`src/hw/rv_pipe_pkg.sv`:
```
package rv_pipe_pkg;

    // register file addressing, x0 to x31
    localparam int REG_ADDR_W = 5;

    localparam int DATA_W     = 32;             // operand and result width

    // forwarding vector, one bit per source stage
    localparam int BP_W       = 4;

    // bit positions, youngest writer at the lowest index
    localparam int BP_ALU2    = 0;              // result leaving alu2
    localparam int BP_MEMORY  = 1;
    localparam int BP_WRITE   = 2;
    localparam int BP_WR_BACK = 3;              // oldest, about to retire

endpackage

```
`src/hw/rv_stage_if.sv`:
```
`timescale 1ns/1ps

interface rv_stage_if;

    logic [rv_pipe_pkg::REG_ADDR_W-1:0] rs1;
    logic [rv_pipe_pkg::REG_ADDR_W-1:0] rs2;
    logic [rv_pipe_pkg::REG_ADDR_W-1:0] rd;
    logic                               reg_write;  // writes rd when it retires
    logic                               mem_rd;     // load, data late
    logic                               inst_sup;   // low for unsupported opcode

    // stage register side
    modport drv
    (
        output rs1,
        output rs2,
        output rd,
        output reg_write,
        output mem_rd,
        output inst_sup
    );

    // hazard logic side
    modport mon
    (
        input  rs1,
        input  rs2,
        input  rd,
        input  reg_write,
        input  mem_rd,
        input  inst_sup
    );

endinterface

```
`src/hw/rv_tag_pipe.sv`:
```
`timescale 1ns/1ps

module rv_tag_pipe
(
    input  logic                                i_clk,
    input  logic                                i_rst_n,
    input  logic [rv_pipe_pkg::REG_ADDR_W-1:0]  i_fetch_rs1,
    input  logic [rv_pipe_pkg::REG_ADDR_W-1:0]  i_fetch_rs2,
    input  logic [rv_pipe_pkg::REG_ADDR_W-1:0]  i_fetch_rd,
    input  logic                                i_fetch_reg_write,
    input  logic                                i_fetch_mem_rd,
    input  logic                                i_fetch_inst_sup,
    input  logic                                i_decode_stall,
    input  logic                                i_decode_flush,
    input  logic                                i_alu1_flush,
    input  logic                                i_alu2_flush,
    rv_stage_if.drv                             o_decode,
    rv_stage_if.drv                             o_alu1,
    rv_stage_if.drv                             o_alu2,
    rv_stage_if.drv                             o_memory,
    rv_stage_if.drv                             o_write,
    rv_stage_if.drv                             o_wr_back
);

    // index 0 is decode, 5 is wr_back
    logic [rv_pipe_pkg::REG_ADDR_W-1:0] rs1_q [0:5];
    logic [rv_pipe_pkg::REG_ADDR_W-1:0] rs2_q [0:5];
    logic [rv_pipe_pkg::REG_ADDR_W-1:0] rd_q  [0:5];
    logic                               reg_write_q [0:5];
    logic                               mem_rd_q    [0:5];
    logic                               inst_sup_q  [0:5];

    always_ff @(posedge i_clk)
    begin
        if (!i_rst_n)
        begin
            for (int i = 0; i < 6; i++)
            begin
                rs1_q[i]       <= '0;
                rs2_q[i]       <= '0;
                rd_q[i]        <= '0;
                reg_write_q[i] <= 1'b0;
                mem_rd_q[i]    <= 1'b0;
                inst_sup_q[i]  <= 1'b1;             // bubble counts as supported
            end
        end
        else
        begin
            // decode holds under stall, flush wins
            if (i_decode_flush)
            begin
                rs1_q[0]       <= '0;
                rs2_q[0]       <= '0;
                rd_q[0]        <= '0;
                reg_write_q[0] <= 1'b0;
                mem_rd_q[0]    <= 1'b0;
                inst_sup_q[0]  <= 1'b1;
            end
            else if (!i_decode_stall)
            begin
                rs1_q[0]       <= i_fetch_rs1;
                rs2_q[0]       <= i_fetch_rs2;
                rd_q[0]        <= i_fetch_rd;
                reg_write_q[0] <= i_fetch_reg_write;
                mem_rd_q[0]    <= i_fetch_mem_rd;
                inst_sup_q[0]  <= i_fetch_inst_sup;
            end

            if (i_alu1_flush)                       // also set on stall
            begin
                rs1_q[1]       <= '0;
                rs2_q[1]       <= '0;
                rd_q[1]        <= '0;
                reg_write_q[1] <= 1'b0;
                mem_rd_q[1]    <= 1'b0;
                inst_sup_q[1]  <= 1'b1;
            end
            else
            begin
                rs1_q[1]       <= rs1_q[0];
                rs2_q[1]       <= rs2_q[0];
                rd_q[1]        <= rd_q[0];
                reg_write_q[1] <= reg_write_q[0];
                mem_rd_q[1]    <= mem_rd_q[0];
                inst_sup_q[1]  <= inst_sup_q[0];
            end

            if (i_alu2_flush)
            begin
                rs1_q[2]       <= '0;
                rs2_q[2]       <= '0;
                rd_q[2]        <= '0;
                reg_write_q[2] <= 1'b0;
                mem_rd_q[2]    <= 1'b0;
                inst_sup_q[2]  <= 1'b1;
            end
            else
            begin
                rs1_q[2]       <= rs1_q[1];
                rs2_q[2]       <= rs2_q[1];
                rd_q[2]        <= rd_q[1];
                reg_write_q[2] <= reg_write_q[1];
                mem_rd_q[2]    <= mem_rd_q[1];
                inst_sup_q[2]  <= inst_sup_q[1];
            end

            // memory onward never stalls or flushes
            for (int i = 3; i < 6; i++)
            begin
                rs1_q[i]       <= rs1_q[i-1];
                rs2_q[i]       <= rs2_q[i-1];
                rd_q[i]        <= rd_q[i-1];
                reg_write_q[i] <= reg_write_q[i-1];
                mem_rd_q[i]    <= mem_rd_q[i-1];
                inst_sup_q[i]  <= inst_sup_q[i-1];
            end
        end
    end

    assign o_decode.rs1        = rs1_q[0];
    assign o_decode.rs2        = rs2_q[0];
    assign o_decode.rd         = rd_q[0];
    assign o_decode.reg_write  = reg_write_q[0];
    assign o_decode.mem_rd     = mem_rd_q[0];
    assign o_decode.inst_sup   = inst_sup_q[0];

    assign o_alu1.rs1          = rs1_q[1];
    assign o_alu1.rs2          = rs2_q[1];
    assign o_alu1.rd           = rd_q[1];
    assign o_alu1.reg_write    = reg_write_q[1];
    assign o_alu1.mem_rd       = mem_rd_q[1];
    assign o_alu1.inst_sup     = inst_sup_q[1];

    assign o_alu2.rs1          = rs1_q[2];
    assign o_alu2.rs2          = rs2_q[2];
    assign o_alu2.rd           = rd_q[2];
    assign o_alu2.reg_write    = reg_write_q[2];
    assign o_alu2.mem_rd       = mem_rd_q[2];
    assign o_alu2.inst_sup     = inst_sup_q[2];

    assign o_memory.rs1        = rs1_q[3];
    assign o_memory.rs2        = rs2_q[3];
    assign o_memory.rd         = rd_q[3];
    assign o_memory.reg_write  = reg_write_q[3];
    assign o_memory.mem_rd     = mem_rd_q[3];
    assign o_memory.inst_sup   = inst_sup_q[3];

    assign o_write.rs1         = rs1_q[4];
    assign o_write.rs2         = rs2_q[4];
    assign o_write.rd          = rd_q[4];
    assign o_write.reg_write   = reg_write_q[4];
    assign o_write.mem_rd      = mem_rd_q[4];
    assign o_write.inst_sup    = inst_sup_q[4];

    assign o_wr_back.rs1       = rs1_q[5];
    assign o_wr_back.rs2       = rs2_q[5];
    assign o_wr_back.rd        = rd_q[5];
    assign o_wr_back.reg_write = reg_write_q[5];
    assign o_wr_back.mem_rd    = mem_rd_q[5];
    assign o_wr_back.inst_sup  = inst_sup_q[5];

endmodule

```
`src/hw/rv_ctrl.sv`:
```
`timescale 1ns/1ps

module rv_ctrl
(
    input  logic                            i_clk,
    input  logic                            i_rst_n,
    input  logic                            i_pc_change,
    input  logic                            i_need_pause,
    rv_stage_if.mon                         i_decode,
    rv_stage_if.mon                         i_alu1,
    rv_stage_if.mon                         i_alu2,
    rv_stage_if.mon                         i_memory,
    rv_stage_if.mon                         i_write,
    rv_stage_if.mon                         i_wr_back,
    output logic                            o_fetch_stall,
    output logic                            o_fetch_flush,
    output logic                            o_decode_stall,
    output logic                            o_decode_flush,
    output logic                            o_alu1_flush,
    output logic                            o_alu2_flush,
    output logic [rv_pipe_pkg::BP_W-1:0]    o_rs1_bp,
    output logic [rv_pipe_pkg::BP_W-1:0]    o_rs2_bp,
    output logic                            o_inv_inst
);

    logic       load_use_alu1;
    logic       load_use_alu2;
    logic       stall;
    logic       flush;
    logic [1:0] sup_hist;

    // youngest result stage writing rs with x0 excluded
    function automatic logic [rv_pipe_pkg::BP_W-1:0] fwd_sel
    (
        input logic [rv_pipe_pkg::REG_ADDR_W-1:0] rs
    );
        logic [rv_pipe_pkg::BP_W-1:0] hit;
        hit[rv_pipe_pkg::BP_ALU2]    = i_alu2.reg_write & (|i_alu2.rd) & (rs == i_alu2.rd);
        hit[rv_pipe_pkg::BP_MEMORY]  = i_memory.reg_write & (|i_memory.rd)
                                       & (rs == i_memory.rd);
        hit[rv_pipe_pkg::BP_WRITE]   = i_write.reg_write & (|i_write.rd) & (rs == i_write.rd);
        hit[rv_pipe_pkg::BP_WR_BACK] = i_wr_back.reg_write & (|i_wr_back.rd)
                                       & (rs == i_wr_back.rd);
        // lowest set bit is the youngest stage
        return hit & (~hit + 1'b1);
    endfunction

    // load result not ready yet for a decode source
    assign load_use_alu1 = i_alu1.mem_rd & (|i_alu1.rd)
                           & ((i_decode.rs1 == i_alu1.rd) | (i_decode.rs2 == i_alu1.rd));
    assign load_use_alu2 = i_alu2.mem_rd & (|i_alu2.rd)
                           & ((i_decode.rs1 == i_alu2.rd) | (i_decode.rs2 == i_alu2.rd));

    assign stall = !i_rst_n | load_use_alu1 | load_use_alu2 | i_need_pause;
    assign flush = !i_rst_n | i_pc_change;

    always_ff @(posedge i_clk)
    begin
        if (flush)                                  // covers reset too
            sup_hist <= '1;
        else if (!stall)
            sup_hist <= {sup_hist[0], i_decode.inst_sup};
    end

    assign o_fetch_stall  = stall;
    assign o_fetch_flush  = flush;
    assign o_decode_stall = stall;
    assign o_decode_flush = flush;
    assign o_alu1_flush   = flush | stall;          // bubble behind held decode
    assign o_alu2_flush   = flush;

    always_comb
    begin
        o_rs1_bp = fwd_sel(i_alu1.rs1);
        o_rs2_bp = fwd_sel(i_alu1.rs2);
    end

    assign o_inv_inst = !sup_hist[1];

endmodule

```
`src/hw/rv_bypass_mux.sv`:
```
`timescale 1ns/1ps

module rv_bypass_mux
(
    input  logic [rv_pipe_pkg::BP_W-1:0]    i_rs1_bp,
    input  logic [rv_pipe_pkg::BP_W-1:0]    i_rs2_bp,
    input  logic [rv_pipe_pkg::DATA_W-1:0]  i_rf_rs1_data,
    input  logic [rv_pipe_pkg::DATA_W-1:0]  i_rf_rs2_data,
    input  logic [rv_pipe_pkg::DATA_W-1:0]  i_alu2_result,
    input  logic [rv_pipe_pkg::DATA_W-1:0]  i_memory_result,
    input  logic [rv_pipe_pkg::DATA_W-1:0]  i_write_result,
    input  logic [rv_pipe_pkg::DATA_W-1:0]  i_wr_back_result,
    output logic [rv_pipe_pkg::DATA_W-1:0]  o_alu_op1,
    output logic [rv_pipe_pkg::DATA_W-1:0]  o_alu_op2
);

    // and-or select over a one-hot or zero bp
    function automatic logic [rv_pipe_pkg::DATA_W-1:0] pick
    (
        input logic [rv_pipe_pkg::BP_W-1:0]   bp,
        input logic [rv_pipe_pkg::DATA_W-1:0] rf_data
    );
        logic [rv_pipe_pkg::DATA_W-1:0] res;
        res  = {rv_pipe_pkg::DATA_W{~|bp}} & rf_data;      // no forward
        res |= {rv_pipe_pkg::DATA_W{bp[rv_pipe_pkg::BP_ALU2]}} & i_alu2_result;
        res |= {rv_pipe_pkg::DATA_W{bp[rv_pipe_pkg::BP_MEMORY]}} & i_memory_result;
        res |= {rv_pipe_pkg::DATA_W{bp[rv_pipe_pkg::BP_WRITE]}} & i_write_result;
        res |= {rv_pipe_pkg::DATA_W{bp[rv_pipe_pkg::BP_WR_BACK]}} & i_wr_back_result;
        return res;
    endfunction

    always_comb
    begin
        o_alu_op1 = pick(i_rs1_bp, i_rf_rs1_data);
        o_alu_op2 = pick(i_rs2_bp, i_rf_rs2_data);
    end

endmodule

```
`src/hw/rv_hazard_top.sv`:
```
`timescale 1ns/1ps

module rv_hazard_top
(
    input  logic                                i_clk,
    input  logic                                i_rst_n,
    input  logic                                i_pc_change,
    input  logic                                i_need_pause,
    input  logic [rv_pipe_pkg::REG_ADDR_W-1:0]  i_fetch_rs1,
    input  logic [rv_pipe_pkg::REG_ADDR_W-1:0]  i_fetch_rs2,
    input  logic [rv_pipe_pkg::REG_ADDR_W-1:0]  i_fetch_rd,
    input  logic                                i_fetch_reg_write,
    input  logic                                i_fetch_mem_rd,
    input  logic                                i_fetch_inst_sup,
    input  logic [rv_pipe_pkg::DATA_W-1:0]      i_rf_rs1_data,
    input  logic [rv_pipe_pkg::DATA_W-1:0]      i_rf_rs2_data,
    input  logic [rv_pipe_pkg::DATA_W-1:0]      i_alu2_result,
    input  logic [rv_pipe_pkg::DATA_W-1:0]      i_memory_result,
    input  logic [rv_pipe_pkg::DATA_W-1:0]      i_write_result,
    input  logic [rv_pipe_pkg::DATA_W-1:0]      i_wr_back_result,
    output logic                                o_fetch_stall,
    output logic                                o_fetch_flush,
    output logic                                o_inv_inst,
    output logic [rv_pipe_pkg::BP_W-1:0]        o_rs1_bp,
    output logic [rv_pipe_pkg::BP_W-1:0]        o_rs2_bp,
    output logic [rv_pipe_pkg::DATA_W-1:0]      o_alu_op1,
    output logic [rv_pipe_pkg::DATA_W-1:0]      o_alu_op2
);

    logic decode_stall;
    logic decode_flush;
    logic alu1_flush;
    logic alu2_flush;

    // one tag bundle per stage
    rv_stage_if decode  ();
    rv_stage_if alu1    ();
    rv_stage_if alu2    ();
    rv_stage_if memory  ();
    rv_stage_if write   ();
    rv_stage_if wr_back ();

    rv_tag_pipe tag_pipe_i
    (
        .i_clk             (i_clk),
        .i_rst_n           (i_rst_n),
        .i_fetch_rs1       (i_fetch_rs1),
        .i_fetch_rs2       (i_fetch_rs2),
        .i_fetch_rd        (i_fetch_rd),
        .i_fetch_reg_write (i_fetch_reg_write),
        .i_fetch_mem_rd    (i_fetch_mem_rd),
        .i_fetch_inst_sup  (i_fetch_inst_sup),
        .i_decode_stall    (decode_stall),
        .i_decode_flush    (decode_flush),
        .i_alu1_flush      (alu1_flush),
        .i_alu2_flush      (alu2_flush),
        .o_decode          (decode.drv),
        .o_alu1            (alu1.drv),
        .o_alu2            (alu2.drv),
        .o_memory          (memory.drv),
        .o_write           (write.drv),
        .o_wr_back         (wr_back.drv)
    );

    rv_ctrl ctrl_i
    (
        .i_clk          (i_clk),
        .i_rst_n        (i_rst_n),
        .i_pc_change    (i_pc_change),
        .i_need_pause   (i_need_pause),
        .i_decode       (decode.mon),
        .i_alu1         (alu1.mon),
        .i_alu2         (alu2.mon),
        .i_memory       (memory.mon),
        .i_write        (write.mon),
        .i_wr_back      (wr_back.mon),
        .o_fetch_stall  (o_fetch_stall),
        .o_fetch_flush  (o_fetch_flush),
        .o_decode_stall (decode_stall),
        .o_decode_flush (decode_flush),
        .o_alu1_flush   (alu1_flush),
        .o_alu2_flush   (alu2_flush),
        .o_rs1_bp       (o_rs1_bp),
        .o_rs2_bp       (o_rs2_bp),
        .o_inv_inst     (o_inv_inst)
    );

    rv_bypass_mux bypass_mux_i
    (
        .i_rs1_bp         (o_rs1_bp),
        .i_rs2_bp         (o_rs2_bp),
        .i_rf_rs1_data    (i_rf_rs1_data),
        .i_rf_rs2_data    (i_rf_rs2_data),
        .i_alu2_result    (i_alu2_result),
        .i_memory_result  (i_memory_result),
        .i_write_result   (i_write_result),
        .i_wr_back_result (i_wr_back_result),
        .o_alu_op1        (o_alu_op1),
        .o_alu_op2        (o_alu_op2)
    );

endmodule

```
`config.mk`:
```
export PLATFORM = sky130hd
export DESIGN_NAME = rv_hazard_top
export DESIGN_NICKNAME = d
export VERILOG_FILES = /design/src/hw/rv_pipe_pkg.sv /design/src/hw/rv_stage_if.sv /design/src/hw/rv_tag_pipe.sv /design/src/hw/rv_ctrl.sv /design/src/hw/rv_bypass_mux.sv /design/src/hw/rv_hazard_top.sv
export SDC_FILE = /design/constraint.sdc
export NUM_CORES = 1
export LEC_CHECK = 0
export BUFFER_PORTS_ARGS = -buffer_cell sky130_fd_sc_hd__buf_2
export CELL_PAD_IN_SITES_DETAIL_PLACEMENT = 1
export CELL_PAD_IN_SITES_GLOBAL_PLACEMENT = 1
export CORE_MARGIN = 3
export CORE_UTILIZATION = 30
export DETAILED_ROUTE_END_ITERATION = 10
export HOLD_SLACK_MARGIN = 0.02
export PLACE_DENSITY_LB_ADDON = 0.1
export SLEW_MARGIN = 40
export SYNTH_ARGS = -nofsm -noshare
export SYNTH_HDL_FRONTEND = slang
export SYNTH_HIERARCHICAL = 1
export SYNTH_SLANG_ARGS = --single-unit
```
`constraint.sdc`:
```
create_clock -name i_clk -period 5.3 [get_ports i_clk]
set_clock_uncertainty 0.15 [all_clocks]
set_input_delay 0.53 -clock i_clk [delete_from_list [all_inputs] [get_ports i_clk]]
set_output_delay 0.53 -clock i_clk [all_outputs]
set_load 0.01 [all_outputs]
```
Word level (Yosys, flattened, before mapping)
Memory sizes are Yosys's and may differ from the RTL's.
Cells that the tools add are included.
{"block": "word_totals", "reg_bits": 2, "ramBits": 108, "in_bits": 214, "word_cells": 203, "mem_count": 6}
{"block": "classes", "add_sub_neg": 2, "eq_ne": 12, "mux": 72, "n_bitwise": 99, "reduce_logical": 11}
{"name": "tag_pipe_i.rd_q", "words": 6, "width": 5, "rd": 6, "rd_ports_with_merged_regs": 0, "wr": 6, "line_no": "rv_tag_pipe.sv:28", "source": "logic [rv_pipe_pkg::REG_ADDR_W-1:0] rd_q [0:5];"}
{"name": "tag_pipe_i.rs1_q", "words": 6, "width": 5, "rd": 5, "rd_ports_with_merged_regs": 0, "wr": 6, "line_no": "rv_tag_pipe.sv:26", "source": "logic [rv_pipe_pkg::REG_ADDR_W-1:0] rs1_q [0:5];"}
{"name": "tag_pipe_i.rs2_q", "words": 6, "width": 5, "rd": 5, "rd_ports_with_merged_regs": 0, "wr": 6, "line_no": "rv_tag_pipe.sv:27", "source": "logic [rv_pipe_pkg::REG_ADDR_W-1:0] rs2_q [0:5];"}
{"name": "tag_pipe_i.inst_sup_q", "words": 6, "width": 1, "rd": 5, "rd_ports_with_merged_regs": 0, "wr": 6, "line_no": "rv_tag_pipe.sv:31", "source": "logic inst_sup_q [0:5];"}
{"name": "tag_pipe_i.mem_rd_q", "words": 6, "width": 1, "rd": 5, "rd_ports_with_merged_regs": 0, "wr": 6, "line_no": "rv_tag_pipe.sv:30", "source": "logic mem_rd_q [0:5];"}
{"name": "tag_pipe_i.reg_write_q", "words": 6, "width": 1, "rd": 6, "rd_ports_with_merged_regs": 0, "wr": 6, "line_no": "rv_tag_pipe.sv:29", "source": "logic reg_write_q [0:5];"}
{"op": "$and A32 B32 Y32", "n": 10}
{"op": "$or A32 B32 Y32", "n": 8}
{"op": "$mux W5", "n": 27}
{"op": "$or A1 B1 Y1", "n": 61}
{"op": "$eq A5 B5 Y1", "n": 12}
{"op": "$mux W1", "n": 45}
{"op": "$reduce_or A5 Y1", "n": 5}
{"op": "$and A1 B1 Y1", "n": 16}
{"op": "$add A4 B1 Y4 const B", "n": 2}
{"op": "$and A4 B4 Y4", "n": 2}
{"op": "$not A4 Y4", "n": 2}
{"op": "$reduce_or A4 Y1", "n": 2}
{"op": "$logic_not A1 Y1", "n": 4}

Logic depth before layout (Yosys ltp)
Gate-level depths: netlist of the first run.
{"block": "logic_depth", "ltp_word": 13, "mapped_depth": 10, "depth_no_buf": 7}

By module
The synthesis of the first run kept the hierarchy.
{"module": "rv_tag_pipe", "instances": 1, "cells_per_inst": 233, "area_per_inst_um2": 3265.6}
{"module": "rv_bypass_mux", "instances": 1, "cells_per_inst": 298, "area_per_inst_um2": 2255.9}
{"module": "rv_ctrl", "instances": 1, "cells_per_inst": 126, "area_per_inst_um2": 998.5}

Least setup slack after synthesis of the first run
No wires, ideal clock.
{"block": "synth_path", "path_type": "register to output", "startpoint": "mem tag_pipe_i/rs1_q[1][3] (netlist bit)", "endpoint": "out o_alu_op1[10] (netlist bit)", "arrival_time_ps": 2683, "t_required_ps": 4620, "path_slack_ps": 1937, "stages_incl_launch_ff": 11, "path_buffers": 4, "cell_sequence": "edfxtp_1 -> clkbuf_1 -> xnor2_1 -> nand3_1 -> nor4_2 -> and4b_1 -> clkbuf_1 -> or4_4 -> buf_6 -> buf_6 -> o211ai_2"}
{"item": "from (decl)", "line_no": "rv_tag_pipe.sv:26"}
{"item": "to (decl)", "line_no": "rv_hazard_top.sv:26", "source": "output logic [rv_pipe_pkg::DATA_W-1:0] o_alu_op1,"}

==> metrics.sh, run 1 <==
GRT_ANTENNA_BEFORE_REPAIR=7
DIE_HEIGHT_UM=138.2
NUMPLACEDINSTANCES=1031
DESIGN.DIE.AREA_SQ_UM=19110
POST-DP-HPWL_MM=18.61
GRT_PASS1_WL_MM=35.51
CTS_MAX_PATH_BUFFERS=2
PLACEDINSTANCEAREA_SQ_UM=6758
SETUP-VIOLATIONS-FINAL=0
FILLERS=2087
HOLD_PATH.CLASS='reg2reg'
LAYOUTNONFILLERINSTCOUNT=1052
GLOBALPLACE.CONGESTION=0.9426
ENDPOINT_KIND='output port'
CRITPATHKIND='reg2out'
FIN_HOLD_WS_NS=0.2775
POST_CTS_REPAIR_SETUP_BUFFERS=0
GROUTE.LAYER.MET3.USAGE=0.04834
CTS_BUFFERS=9
FINALINSTANCEAREA_SQ_UM=7063
DR_TOTAL_VIAS=5528
AVGVIACOUNTPERCELL=5.255
DRCVIOLATIONCOUNT=0
POWER-PER-CELL-AREA_nW_PER_UM2=187.9
CTS_TREE='yes'
RUN_STATUS='completed'
CTS_NUM_SINKS=62
GLOBALROUTE.TOTALOVERFLOW=0
DPL_WORST_SLACK_NS=1.137
MET2_USAGE=0.4350
WORSTPATHARRIVAL_NS=3.80
YS.WARNINGS.COUNT=6
FINAL_PERIOD_MINUS_WORST_SETUP_SLACK_NS=4.479
AREAGROWTHSYNTHTOFINISH_PCT=34.66
DRT_ITER0_MARKERS=261
SETUP_WS_POST_LAYOUT_NS=0.8207
GR-MAX-USAGE-LAYER='met2'
IOS=289
SETUP.WORST_PATH.START_CLASS='flip-flop'
WORST_PATH_CLK_SLEW_NS=0.05
CELLLEAKAGEPOWER_nW=3.328
FINALHOLDVIOLATIONS=0
FP.COREAREA_SQ_UM=16820
GRTUSAGETOTAL=0.2342
ROUTE.ANTENNA.REMAINING_NETS=0
CP_DATA_REQUIRED_TIME_NS=4.62
DRIVE_GT1_FRAC=0.4643
TNS_NS=0
GRT_MAX_DEGREE=35
FLOORPLAN.INITIALDENSITY=0.3119
FIN_CRIT_SH=0.8452
VDD_DROP_MAX_uV=129.8
WIRE_PER_INST_UM=22.28
CRIT_PATH_MAX_FANOUT=32
SYN-INSTANCE-COUNT=560
CTS_HTREE_LEVELS=3
FP_ROWS=47
RELSLEWSLACK=0.4949
VIAS_IN_THE_FIRST_GLOBAL_ROUTE=5933
SYN-MEAN-INSTANCE-AREA_SQ_UM=9.366
GRT.MET1_USAGE=0.2642
CTS_HOLD_REPAIR.BUFFERS=0
MAPPEDNETLISTAREA_SQ_UM=5245
TOTALPOWERFINAL_mW=1.327
FMAX_MHz=223.2
DRT_FIRST_PASS_ITERS=5
WORST-SLEW-PIN-TRANSITION_NS=0.7553
POST-ROUTE-UTIL=0.4200
ROUTED_WL_MM=23.44
PORT_BUFFERS=288
DRV_SLEW=0
DIE_X_UM=138.2
RSZ0062_AT_GRT='false'
DESIGN.FINAL.NETS=1036
CLK_LATENCY_NS=0.33
DRV.MAX_CAP_VIOLATION_COUNT=0
CLOCKROOTBUFFER='sky130_fd_sc_hd__clkbuf_16'
POST_CTS_RESIZE_COUNT=0
-- final timing paths --
kind                            slack (ns)                              endpoint                                start  cells after the start
worst max-delay path                  0.82                          o_alu_op2[0]        tag_pipe_i/rd_q[2][0]$_DFF_P_                      8
worst min-delay path                  0.28     tag_pipe_i/reg_write_q[2]$_DFF_P_    tag_pipe_i/reg_write_q[1]$_DFF_P_                      1
worst max register to register        2.60  tag_pipe_i/rs1_q[0][1]$_SDFFCE_PN0P_  tag_pipe_i/rd_q[1][0]$_SDFFCE_PN0P_                      5
worst min register to register        0.28     tag_pipe_i/reg_write_q[2]$_DFF_P_    tag_pipe_i/reg_write_q[1]$_DFF_P_                      1
-- registers in the layout, indices dropped and copies added (netlist names) --
| name | flops |
|---|---|
| tag_pipe_i/reg_write_q | 6 |
| tag_pipe_i/rd_q | 30 |
| tag_pipe_i/mem_rd_q | 3 |
| tag_pipe_i/rs2_q | 10 |
| ctrl_i/sup_hist | 2 |
| tag_pipe_i/inst_sup_q | 1 |
| tag_pipe_i/rs1_q | 10 |
-- worst max-delay path: stages, from the launching register on --
cell                       delay, ns
sky130_fd_sc_hd__dfxtp_1        0.56
sky130_fd_sc_hd__xnor2_1        0.18
sky130_fd_sc_hd__nand3_1        0.13
sky130_fd_sc_hd__nor4_4         0.65
sky130_fd_sc_hd__buf_4          0.48
sky130_fd_sc_hd__and4b_1        0.26
sky130_fd_sc_hd__or4_4          0.71
sky130_fd_sc_hd__o211ai_1       0.31
sky130_fd_sc_hd__buf_2          0.18
-- report_power, final --
group,leakage [nW],switching [mW],internal [mW]
combinational,2.60,0.114,0.120
sequential,0.587,0.0165,0.515
clock,0.140,0.200,0.362
-- area by class of cell --
cell class | instances | area (sq um) | share of cell area
Antenna cell | 5 | 12.51 | 0.001771
Timing Repair Buffer | 296 | 1501 | 0.2126
Clock buffer | 10 | 229.0 | 0.03242
Tap cell | 220 | 275.3 | 0.03897
Clock inverter | 6 | 63.81 | 0.009035
Inverter | 65 | 244.0 | 0.03454
Multi-Input combinational cell | 388 | 3186 | 0.4510
Sequential cell | 62 | 1551 | 0.2197
-- cells in the final DEF, fill, tap and decap left out, types with 5 or more instances in the layout --
master / instances
sky130_fd_sc_hd__buf_2: 288
sky130_fd_sc_hd__a22oi_1: 129
sky130_fd_sc_hd__inv_1: 65
sky130_fd_sc_hd__o211ai_2: 60
sky130_fd_sc_hd__and2_1: 57
sky130_fd_sc_hd__xor2_1: 40
sky130_fd_sc_hd__dfxtp_1: 31
sky130_fd_sc_hd__edfxtp_1: 31
sky130_fd_sc_hd__xnor2_1: 20
sky130_fd_sc_hd__conb_1: 15
sky130_fd_sc_hd__clkbuf_16: 9
sky130_fd_sc_hd__nor2_1: 9
sky130_fd_sc_hd__buf_4: 8
sky130_fd_sc_hd__nand3_1: 8
sky130_fd_sc_hd__nor4_1: 6
sky130_fd_sc_hd__diode_2: 5
-- routing by layer --
layer / wire [um] / vias to the layer above
met3: 1275 / 47
met4: 756 / 4
met1: 8890 / 2682
li1: - / 2566
met5: 19 / -
met2: 12500 / 229
(Power assumes the default switching activity.)
==> run 2: changes to the inputs <==
Clock period 5.3 ns to 3.7 ns, I/O delays scaled along.
==> metrics.sh, run 2 (synthesized netlist as in run 1, its figures left out) <==
RUN_STATUS='completed'
GRT_MAX_DEGREE=34  # -2.9%
GLOBALPLACE.CONGESTION=0.9069  # -3.8%
SETUP.WORST_PATH.START='tag_pipe_i/rs1_q[1][1]$_SDFFCE_PN0P_'
FP.COREAREA_SQ_UM=16820  # unchanged
CTS_TREE='yes'
DIE_X_UM=138.2  # unchanged
ENDPOINT_KIND='output port'
FINALHOLDVIOLATIONS=0  # unchanged
SHARE_COMB_OF_TOTAL_POWER=0.183  # +0.007
CTS_BUFFERS=9  # unchanged
DESIGN.DIE.AREA_SQ_UM=19110  # unchanged
HOLD_PATH.CLASS='in2reg'
SWITCH_SHARE=0.2620  # +0.01286
REG2REG_SETUP_SLACK_NS=0.95  # -1.65 ns
PLACEDINSTANCEAREA_SQ_UM=6765  # +0.11%
GRT_PASS1_WL_MM=35.72  # +0.58%
CELLLEAKAGEPOWER_nW=3.375  # +1.4%
POWER-PER-CELL-AREA_nW_PER_UM2=257.6  # +37%
DESIGN.FINAL.NETS=1046  # +0.97%
CTS_MAX_PATH_BUFFERS=2  # unchanged
CLOCKROOTBUFFER='sky130_fd_sc_hd__clkbuf_16'
SETUP-VIOLATIONS-FINAL=0  # unchanged
ROUTED_WL_MM=23.73  # +1.2%
DRT_ITER0_MARKERS=234  # -10%
FP_ROWS=47  # unchanged
CP_DATA_REQUIRED_TIME_NS=3.18  # -1.44 ns
CELLINTERNALPOWER_mW=1.356  # +36%
AREAGROWTHSYNTHTOFINISH_PCT=35.95
DR_TOTAL_VIAS=5673  # +2.6%
DRCVIOLATIONCOUNT=0  # unchanged
TNS_NS=0  # unchanged
CTS_HTREE_LEVELS=3  # unchanged
DRV.MAX_CAP_VIOLATION_COUNT=0  # unchanged
DRT_FIRST_PASS_ITERS=6  # +1
REG2REG_TO='tag_pipe_i/rs2_q[0][0]$_SDFFCE_PN0P_'
WORSTPATHARRIVAL_NS=3.07  # -0.73 ns
GRT_ANTENNA_BEFORE_REPAIR=3  # -4
R2R.WORST_PATH.CELLS=5  # unchanged
FIN_CRIT_SH=0.9691
POST-DP-HPWL_MM=18.04  # -3.1%
FLOORPLAN.INITIALDENSITY=0.3119  # unchanged
CTS_NUM_SINKS=62  # unchanged
CRIT_PATH_END='o_alu_op1[31]'
MOST-COMMON-LAYOUT-CELLS='sky130_fd_sc_hd__buf_2 (288), sky130_fd_sc_hd__a22oi_1 (129), sky130_fd_sc_hd__inv_1 (65)'
WIRE_PER_INST_UM=22.38  # +0.47%
PORT_BUFFERS=288  # unchanged
CRIT_PATH_MAX_FANOUT=16  # -50%
DRV_SLEW=0  # unchanged
DPL_WORST_SLACK_NS=0.3355  # -0.8013 ns
GRTUSAGETOTAL=0.2344  # about the same
FINAL_PERIOD_MINUS_WORST_SETUP_SLACK_NS=3.586
GLOBALROUTE.TOTALOVERFLOW=0  # unchanged
IOS=289  # unchanged
CRITICAL_PATH.REG2REG.STARTPOINT='tag_pipe_i/rd_q[1][0]$_SDFFCE_PN0P_'
FINALINSTANCEAREA_SQ_UM=7131  # +0.96%
MOSTFREQUENTLAYOUTCELL='sky130_fd_sc_hd__buf_2'
LARGEST_REGISTERS='tag_pipe_i/rd_q: 30 flops, tag_pipe_i/rs1_q: 10 flops, tag_pipe_i/rs2_q: 10 flops'
WORST-SLEW-PIN-TRANSITION_NS=0.7939  # +0.03858 ns
SETUP_WS_POST_LAYOUT_NS=0.1144  # -0.7063 ns
VIAS_IN_THE_FIRST_GLOBAL_ROUTE=6102  # +2.8%
ROUTE.ANTENNA.REMAINING_NETS=0  # unchanged
AVGVIACOUNTPERCELL=5.352  # +1.8%
VDD_DROP_MAX_uV=265.7  # +100%
NET-SWITCHING-POWER_mW=0.4812  # +46%
FMAX_MHz=278.9
POWER.SHARE.CLOCK=0.404  # -0.020
SETUP.WORST_PATH.START_CLASS='flip-flop'
SEQPWRFRAC=0.414  # +0.014
DIE_HEIGHT_UM=138.2  # unchanged
RELSLEWSLACK=0.4691  # -0.02580
POST-ROUTE-UTIL=0.4240  # +0.004018
DRIVE_GT1_FRAC=0.4695  # +0.005205
CLK_LATENCY_NS=0.33  # about the same
CRITPATHKIND='reg2out'
FILLERS=2065  # -1.1%
MAX_FLOP_REGISTER='tag_pipe_i/rd_q'
NUMBER_OF_FLIP_FLOPS_IN_THE_LARGEST_REGISTER=30  # unchanged
WORST_PATH_CLK_SLEW_NS=0.05  # about the same
[run 2: cell types whose count changed in the layout (fill, tap and decap cells not counted), sizes merged]
cell    delta
buf        +8
diode      -2
or4        +2
bufinv     -1
clkbuf     +1
[run 2: cell type report]
class | count | area, sq um | area share
Inverter | 65 | 244.0 | 0.03422
Multi-Input combinational cell | 390 | 3208 | 0.4499
Tap cell | 220 | 275.3 | 0.03860
Clock inverter | 5 | 26.28 | 0.003685
Sequential cell | 62 | 1551 | 0.2176
Antenna cell | 3 | 7.507 | 0.001053
Timing Repair Buffer | 304 | 1585 | 0.2223
Clock buffer | 11 | 232.7 | 0.03264
[run 2: what timing repair did]
| action | CTS | global route |
|---|---|---|
| endpoints found under the setup margin | 19 | 40 |
| hold endpoints to repair | 0 | 0 |
| buffers inserted | 3 | 4 |
| pin swaps | 2 | 2 |
| hold buffers | 0 | 0 |
| gates cloned | 1 | 1 |
| resized for setup | 1 | 4 |
[run 2: per-layer routing]
layer | routed length, um | track usage
met3 | 1306 | 0.04593
met2 | 12350 | 0.4347
met4 | 1056 | 0.1092
met5 | 0 | 0
met1 | 9011 | 0.2558
[run 2: worst min path at each step]
stage / cells after the start / slack, ns / end / from
3_3_place_gp: 1 / 0.26 / tag_pipe_i/reg_write_q[2]$_DFF_P_ / tag_pipe_i/reg_write_q[1]$_DFF_P_
5_1_grt: 3 / 0.15 / tag_pipe_i/mem_rd_q[0]$_DFF_P_ / i_fetch_mem_rd
2_1_floorplan: 1 / 0.26 / tag_pipe_i/reg_write_q[2]$_DFF_P_ / tag_pipe_i/reg_write_q[1]$_DFF_P_
4_1_cts: 3 / 0.13 / tag_pipe_i/mem_rd_q[0]$_DFF_P_ / i_fetch_mem_rd
6_report: 3 / 0.14 / tag_pipe_i/mem_rd_q[0]$_DFF_P_ / i_fetch_mem_rd
3_5_place_dp: 1 / 0.27 / tag_pipe_i/reg_write_q[2]$_DFF_P_ / tag_pipe_i/reg_write_q[1]$_DFF_P_
[run 2: power groups by stage]
stage,sequential [mW],combinational [mW],clock (mW)
2_1_floorplan,0.763,0.145,0
3_3_place_gp,0.773,0.326,0
3_5_place_dp,0.775,0.334,0
4_1_cts,0.760,0.335,0.768
5_1_grt,0.762,0.365,0.792
6_report,0.760,0.336,0.742
[run 2: critical path, cell delays in order (launching register included)]
cell                       delay [ns]
sky130_fd_sc_hd__edfxtp_1        0.51
sky130_fd_sc_hd__xor2_1          0.22
sky130_fd_sc_hd__nor4_1          0.35
sky130_fd_sc_hd__nand3_1         0.23
sky130_fd_sc_hd__and4b_1         0.30
sky130_fd_sc_hd__or4_4           0.73
sky130_fd_sc_hd__o211ai_1        0.23
sky130_fd_sc_hd__buf_2           0.17
[run 2: stage by stage]
stage,instances,hold slack (ns),power [mW]
6_report,1060,0.1387,1.837
5_1_grt,1060,0.1478,1.919
4_1_cts,1052,0.1287,1.864
3_5_place_dp,1032,0.2687,1.108
3_3_place_gp,1032,0.2640,1.099
2_1_floorplan,574,0.2557,0.9081
